[src/logic/regfile_alu_pkg.sv]
// shared widths, alu opcodes and the alu instruction word for the regfile/alu slice
package regfile_alu_pkg;

    // default word width, overridden from the top level
    parameter int DATA_WIDTH = 8;

    // four words in the file
    parameter int ADDR_WIDTH = 2;

    // data width of one 74670 chip
    parameter int NIBBLE = 4;

    // alu operations
    typedef enum logic [2:0] {
        OP_ADD    = 3'd0,
        OP_SUB    = 3'd1,
        OP_AND    = 3'd2,
        OP_OR     = 3'd3,
        OP_XOR    = 3'd4,
        OP_PASS_L = 3'd5,
        OP_PASS_R = 3'd6,
        OP_INC_L  = 3'd7
    } alu_op_t;

    // 12-bit instruction word, two views of the same bits
    // is_imm and op sit at the top in both views
    typedef union packed {
        // register form, right operand comes from the right read port
        struct packed {
            logic       is_imm;
            alu_op_t    op;
            logic [7:0] unused;
        } reg_form;

        // immediate form, low byte replaces the right operand
        struct packed {
            logic       is_imm;
            alu_op_t    op;
            logic [7:0] imm;
        } imm_form;
    } alu_instr_u;

endpackage

[src/logic/alu.sv]
// registered alu on the two read ports or left port plus immediate, with carry and zero
module alu
    import regfile_alu_pkg::*;
#(
    parameter int DATA_WIDTH = regfile_alu_pkg::DATA_WIDTH
) (
    input  logic                  _wr_en,
    input  logic                  arst_n,
    input  alu_instr_u            instr,
    input  logic [DATA_WIDTH-1:0] l_operand,
    input  logic [DATA_WIDTH-1:0] r_operand,
    output logic [DATA_WIDTH-1:0] result,
    output logic                  carry,
    output logic                  zero
);

    logic                  is_imm;
    alu_op_t               op;
    logic [DATA_WIDTH-1:0] r_sel;
    // one bit wider than the word for carry and borrow
    logic [DATA_WIDTH:0]   alu_ext;
    logic                  carry_next;

    // instruction decode
    // is_imm picks which view of the word applies
    always_comb begin
        is_imm = instr.reg_form.is_imm;
        op     = instr.reg_form.op;
        if (is_imm) begin
            // imm is 8 bits, zero-extended or cut to the word
            r_sel = DATA_WIDTH'(instr.imm_form.imm);
        end else begin
            r_sel = r_operand;
        end
    end

    // datapath
    always_comb begin
        case (op)
            OP_ADD:    alu_ext = {1'b0, l_operand} + {1'b0, r_sel};
            // top bit set on borrow
            OP_SUB:    alu_ext = {1'b0, l_operand} - {1'b0, r_sel};
            OP_AND:    alu_ext = {1'b0, l_operand & r_sel};
            OP_OR:     alu_ext = {1'b0, l_operand | r_sel};
            OP_XOR:    alu_ext = {1'b0, l_operand ^ r_sel};
            OP_PASS_L: alu_ext = {1'b0, l_operand};
            OP_PASS_R: alu_ext = {1'b0, r_sel};
            OP_INC_L:  alu_ext = {1'b0, l_operand} + 1'b1;
            default:   alu_ext = '0;
        endcase
    end

    // only arithmetic ops produce a carry
    always_comb begin
        case (op)
            OP_ADD, OP_SUB, OP_INC_L: carry_next = alu_ext[DATA_WIDTH];
            default:                  carry_next = 1'b0;
        endcase
    end

    // result and flags register
    always_ff @(posedge _wr_en or negedge arst_n) begin
        if (!arst_n) begin
            result <= '0;
            carry  <= 1'b0;
            zero   <= 1'b0;
        end else begin
            result <= alu_ext[DATA_WIDTH-1:0];
            carry  <= carry_next;
            zero   <= ~|alu_ext[DATA_WIDTH-1:0];
        end
    end

endmodule

[src/logic/hct74670.sv]
// 74hct670 model, 4 words by 4 bits with one write port and one read port
module hct74670 (
    input  logic       _wr_en,
    input  logic       arst_n,
    input  logic       we,
    input  logic [1:0] wr_addr,
    input  logic [3:0] wr_data,
    input  logic       _rd_en,
    input  logic [1:0] rd_addr,
    output logic [3:0] rd_data
);

    // four nibbles of storage
    logic [3:0] regs [4];

    // write side
    // the real part writes on a low strobe, here the rising edge of
    // _wr_en commits the word when we is high
    always_ff @(posedge _wr_en or negedge arst_n) begin
        if (!arst_n) begin
            for (int i = 0; i < 4; i++) begin
                regs[i] <= 4'h0;
            end
        end else if (we) begin
            regs[wr_addr] <= wr_data;
        end
    end

    // read side
    // the real output goes high-z when disabled and the bus is pulled
    // down, so a disabled port simply reads zero
    always_comb begin
        if (_rd_en) begin
            rd_data = 4'h0;
        end else begin
            rd_data = regs[rd_addr];
        end
    end

endmodule

[src/logic/regfile_alu_top.sv]
// datapath slice top, dual-read register file feeding a registered alu
module regfile_alu_top
    import regfile_alu_pkg::*;
#(
    parameter int DATA_WIDTH = regfile_alu_pkg::DATA_WIDTH
) (
    input  logic                  _wr_en,
    input  logic                  arst_n,

    // write side
    input  logic                  we,
    input  logic [ADDR_WIDTH-1:0] wr_addr,
    input  logic [DATA_WIDTH-1:0] wr_data,

    // left read port
    input  logic                  _rdl_en,
    input  logic [ADDR_WIDTH-1:0] rdl_addr,
    output logic [DATA_WIDTH-1:0] rdl_data,

    // right read port
    input  logic                  _rdr_en,
    input  logic [ADDR_WIDTH-1:0] rdr_addr,
    output logic [DATA_WIDTH-1:0] rdr_data,

    // alu
    input  alu_instr_u            instr,
    output logic [DATA_WIDTH-1:0] result,
    output logic                  carry,
    output logic                  zero
);

    register_file #(
        .DATA_WIDTH (DATA_WIDTH)
    ) register_file_inst (
        ._wr_en   (_wr_en),
        .arst_n   (arst_n),
        .we       (we),
        .wr_addr  (wr_addr),
        .wr_data  (wr_data),
        ._rdl_en  (_rdl_en),
        .rdl_addr (rdl_addr),
        ._rdr_en  (_rdr_en),
        .rdr_addr (rdr_addr),
        .rdl_data (rdl_data),
        .rdr_data (rdr_data)
    );

    // read ports double as alu operands
    alu #(
        .DATA_WIDTH (DATA_WIDTH)
    ) alu_inst (
        ._wr_en    (_wr_en),
        .arst_n    (arst_n),
        .instr     (instr),
        .l_operand (rdl_data),
        .r_operand (rdr_data),
        .result    (result),
        .carry     (carry),
        .zero      (zero)
    );

endmodule

[src/logic/register_file.sv]
// 4-word dual-read register file built from paired 74670 chips per read port
module register_file
    import regfile_alu_pkg::*;
#(
    parameter int DATA_WIDTH = regfile_alu_pkg::DATA_WIDTH
) (
    input  logic                  _wr_en,
    input  logic                  arst_n,
    input  logic                  we,
    input  logic [ADDR_WIDTH-1:0] wr_addr,
    input  logic [DATA_WIDTH-1:0] wr_data,
    input  logic                  _rdl_en,
    input  logic [ADDR_WIDTH-1:0] rdl_addr,
    input  logic                  _rdr_en,
    input  logic [ADDR_WIDTH-1:0] rdr_addr,
    output logic [DATA_WIDTH-1:0] rdl_data,
    output logic [DATA_WIDTH-1:0] rdr_data
);

    // chips per bank, one per nibble of the word
    localparam int NUM_CHIPS = DATA_WIDTH / NIBBLE;

    // word must split into whole chips
    if (DATA_WIDTH % NIBBLE != 0) begin : g_width_check
        $error("register_file: DATA_WIDTH %0d is not a multiple of %0d",
               DATA_WIDTH, NIBBLE);
    end

    // left bank
    // every chip sees the same write strobe and address, only its nibble
    for (genvar i = 0; i < NUM_CHIPS; i++) begin : g_bank_l
        hct74670 chip_inst (
            ._wr_en  (_wr_en),
            .arst_n  (arst_n),
            .we      (we),
            .wr_addr (wr_addr),
            .wr_data (wr_data[i*NIBBLE +: NIBBLE]),
            ._rd_en  (_rdl_en),
            .rd_addr (rdl_addr),
            .rd_data (rdl_data[i*NIBBLE +: NIBBLE])
        );
    end

    // right bank
    // shares the write side with the left bank, so contents stay identical
    for (genvar i = 0; i < NUM_CHIPS; i++) begin : g_bank_r
        hct74670 chip_inst (
            ._wr_en  (_wr_en),
            .arst_n  (arst_n),
            .we      (we),
            .wr_addr (wr_addr),
            .wr_data (wr_data[i*NIBBLE +: NIBBLE]),
            ._rd_en  (_rdr_en),
            .rd_addr (rdr_addr),
            .rd_data (rdr_data[i*NIBBLE +: NIBBLE])
        );
    end

endmodule

[config.mk]
export PLATFORM = sky130hd
export DESIGN_NAME = regfile_alu_top
export DESIGN_NICKNAME = d
export VERILOG_FILES = /design/src/logic/regfile_alu_pkg.sv /design/src/logic/alu.sv /design/src/logic/hct74670.sv /design/src/logic/regfile_alu_top.sv /design/src/logic/register_file.sv
export SDC_FILE = /design/constraint.sdc
export NUM_CORES = 1
export LEC_CHECK = 0
export CAP_MARGIN = 10
export CORE_MARGIN = 1
export CORE_UTILIZATION = 42
export CTS_BUF_LIST = sky130_fd_sc_hd__clkbuf_4
export DETAILED_ROUTE_END_ITERATION = 8
export DONT_BUFFER_PORTS = 1
export GPL_TIMING_DRIVEN = 0
export PLACE_DENSITY_LB_ADDON = 0.12
export SYNTH_ARGS = -nofsm -noshare
export SYNTH_HDL_FRONTEND = slang
export SYNTH_SLANG_ARGS = --single-unit
[constraint.sdc]
create_clock -name _wr_en -period 3.3 [get_ports _wr_en]
set_clock_uncertainty 0.2 [all_clocks]
set_input_delay 0.33 -clock _wr_en [delete_from_list [all_inputs] [get_ports _wr_en]]
set_output_delay 0.33 -clock _wr_en [all_outputs]
set_load 0.02 [all_outputs]
==> results.sh <==
export IMPL_status="complete, but fails checks"
export IMPL_violations="setup timing"
export IMPL_p_int_mw=1.08
export IMPL_fp_dieW_um=94.1
export IMPL_drc=0
export IMPL_ys_flop_type="dfrtp_1"
export IMPL_num_fill_cells=752
export IMPL_setup_violations_final=2
export IMPL_grt_max_degree=43
export IMPL_critPathRequiredTime_ps=3400
export IMPL_vias_per_cell=5.89
export IMPL_synth_edf_count=0
export IMPL_layout_min_cycle_time_ps=3710
export IMPL_cts_buffer_depth=2
export IMPL_rsz0062_at_grt="true"
export IMPL_grt_overflow=0
export IMPL_start_kind="flop"
export IMPL_design_core_area_mm2=0.00822
export IMPL_p_per_area_mw_per_mm2=423
export IMPL_period_share_pct=113
export IMPL_grt_pass1_vias=2943
export IMPL_drive_gt1_share_pct=31.4
export IMPL_ys_types=60
export IMPL_num_rows=33
export IMPL_hold_viol_final=0
export IMPL_cts_tree="built"
export IMPL_finish_instance_area_mm2=0.00424
export IMPL_synthDominantCellAreaShare_pct=29.5
export IMPL_cp_end_kind="flop"
export IMPL_dieHeight_um=94.1
export IMPL_crit_chain="mux2i_1, nand2_1, and3_4, a21boi_4, inv_2, nor3_4, nand3_2, and3_4, or3_4, ha_4, nand2_2, o21ai_2, and3_1, o31ai_2, or4_4, nor3_4"
export IMPL_arrival_ps=3810
export IMPL_p_sw_mw=0.715
export IMPL_syn_to_final_growth_pct=19.1
export IMPL_worst_slew_pin_slew_ps=896
export IMPL_vias=2982
export IMPL_fin_tns_setup_ps=-559
export IMPL_leakage_nw=1.78
export IMPL_peakVddDrop_v=0.000243
export IMPL_grt_pass1_wl_um=15900
export IMPL_gp_congestion=0.792
export IMPL_slew_headroom_pct=39.4
export IMPL_switching_share_pct=39.8
export IMPL_fmax_mhz=269
export IMPL_pwr_share_seq_pct=38.9
export IMPL_portBuffers=0
export IMPL_start_util_pct=43.3
export IMPL_netlist_instances=364
export IMPL_numClockSinks=42
export IMPL_layout_nets=457
export IMPL_htree_levels=2
export IMPL_hold_depth=2
export IMPL_antenna_found_initial=0
export IMPL_final_common_cell="dfrtp_1"
export IMPL_syn_cell_area_mm2=0.00356
export IMPL_cts_root_buf="clkbuf_4"
export IMPL_crit_type="flop to flop"
export IMPL_io_pins=57
export IMPL_drv_cap=0
export IMPL_setup_ws_ps=-413
export IMPL_placed_area_mm2=0.00376
export IMPL_ant_nets=0
export IMPL_final_cell_mix="dfrtp_1, mux2_2, nand2b_1"
export IMPL_wl_per_cell_um=19.5
export IMPL_yosysWarnings=0
export IMPL_numCtsBuffers=5
export IMPL_die_area_mm2=0.00885
export IMPL_yosys_top_cells_area="dfrtp_1, mux2_2, ha_1, mux4_2, nand2b_1"
export IMPL_drtIter0Drc=157
export IMPL_drtPass1Iterations=4
export IMPL_synth_nets=421
export IMPL_max_stage_delay_ps=520
export IMPL_hp_class="input port to flop"
export IMPL_power_frac_clock_pct=16.4
export IMPL_wl_um=9890
export IMPL_yosysSeqAreaShare_pct=29.5
export IMPL_clock_latency_ps=370
export IMPL_syn_avg_cell_area_um2=9.78
export IMPL_clk_pin_slew_ps=160
export IMPL_dpl_hpwl_um=7570
export IMPL_grtUsageTotal_pct=23.8
export IMPL_synth_top_area_cell="dfrtp_1"
export IMPL_n_antenna_cell=0
export IMPL_cp_max_fo=4
export IMPL_drv_slew=0
export IMPL_reg2regPathDepth=16
export IMPL_pwr_share_comb_pct=44.7
export IMPL_slowest_stage="or4_4"
export IMPL_ys_ff_latch=42
export IMPL_synthArstFlopShare_pct=100
export IMPL_power_total_mw=1.79
cell usage after synthesis, drive strengths merged (3+ instances only):
| cell | number |
|---|---|
| nor2 | 20 |
| and3 | 10 |
| a21boi | 3 |
| a31oi | 4 |
| a21oi | 18 |
| mux2 | 32 |
| a21o | 3 |
| a211oi | 9 |
| mux2i | 8 |
| o2bb2ai | 3 |
| and2 | 7 |
| mux4 | 12 |
| inv | 22 |
| nor3 | 10 |
| nand2 | 24 |
| nand3b | 4 |
| nand2b | 25 |
| or3 | 3 |
| o21ai | 17 |
| nand3 | 5 |
| dfrtp | 42 |
| buf | 4 |
| nor2b | 3 |
| ha | 25 |
| clkbuf | 14 |
| a2111oi | 5 |
metal layers:
metal | global-route usage (%) | wire (µm) | vias to the layer above
li1 | - | - | 1416
met1 | 30.7 | 4320 | 1464
met3 | 5.50 | 591 | 15
met4 | 7.18 | 205 | 0
met2 | 39.3 | 4780 | 87
met5 | 0 | 0 | -
registers in the layout, indices dropped and copies added, names as in the netlist:
register                                    flops
alu_inst.carry                                  1
alu_inst.result                                 8
alu_inst.zero                                   1
register_file_inst.g_bank_l.chip_inst.regs      8
register_file_inst.g_bank_r.chip_inst.regs     24
critical path, delay by kind of cell, from the launching register on:
kind | cells | cell delay (ps)
compound gates | 3 | 410
flops | 1 | 420
mux | 1 | 150
buf+inv | 1 | 80
fa+ha+maj | 1 | 310
simple gates | 10 | 2080
cells by family (layout without fill, tap and decap cells):
group                      Yosys count  in the layout  synth area share, %
AOI/OAI and AO/OA                   82             82                 17.2
xor gates and xnor gates             2              2                0.492
adders and majority gates           26             26                 9.35
buffers and inverters               40             77                 4.71
DFF                                 42             42                 29.5
muxes                               52             52                 20.3
and+or+nand+nor                    120            120                 18.5
final cells by class:
cell class                      instances  area [µm²]  area share [%]
Buffer                                 18        97.6            2.30
Clock buffer                            5        37.5           0.885
Clock inverter                          3        25.0           0.590
Inverter                               22        82.6            1.95
Multi-Input combinational cell        282        2560            60.3
Sequential cell                        42        1050            24.8
Tap cell                              105         131            3.10
Timing Repair Buffer                   29         260            6.14
power groups by stage:
stage	Sequential [mW]	Combinational (mW)	Clock, mW
after floorplan	0.689	0.533	0
after global placement	0.706	0.649	0
after detailed placement	0.711	0.658	0
after CTS	0.698	0.728	0.310
after global routing	0.711	0.875	0.328
final	0.699	0.802	0.294
stage by stage:
step,setup slack [ps],util [%],instances,hold WS (ps)
after floorplan,-205,-,364,-166
after global placement,-992,45.8,469,-165
after detailed placement,-1020,45.8,469,-164
after CTS,-494,49.4,495,52.1
after global routing,-590,51.6,506,48.0
final,-413,51.6,506,85.3
path summary, 6_finish.rpt:
kind	start	to	slack (ps)
min reg2reg	flop	flop	350
max reg2reg	register_file_inst.g_bank_r[0].chip_inst.regs[8]	alu_inst.zero	-410
max	register_file_inst.g_bank_r[0].chip_inst.regs[8]	alu_inst.zero	-410
min	instr[9]	alu_inst.carry	90
min in group asynchronous	arst_n	alu_inst.carry	230
max in group asynchronous	arst_n	register_file_inst.g_bank_r[0].chip_inst.regs[1]	2450
timing repair:
action / CTS / global route
endpoints found under the setup margin: 6 / 6
pin swaps: 6 / 16
setup buffers: 8 / 11
endpoints found under the hold margin: 74 / 0
hold buffers: 10 / 0
gates resized for setup: 11 / 25
Power figures use the tool's default switching activity.
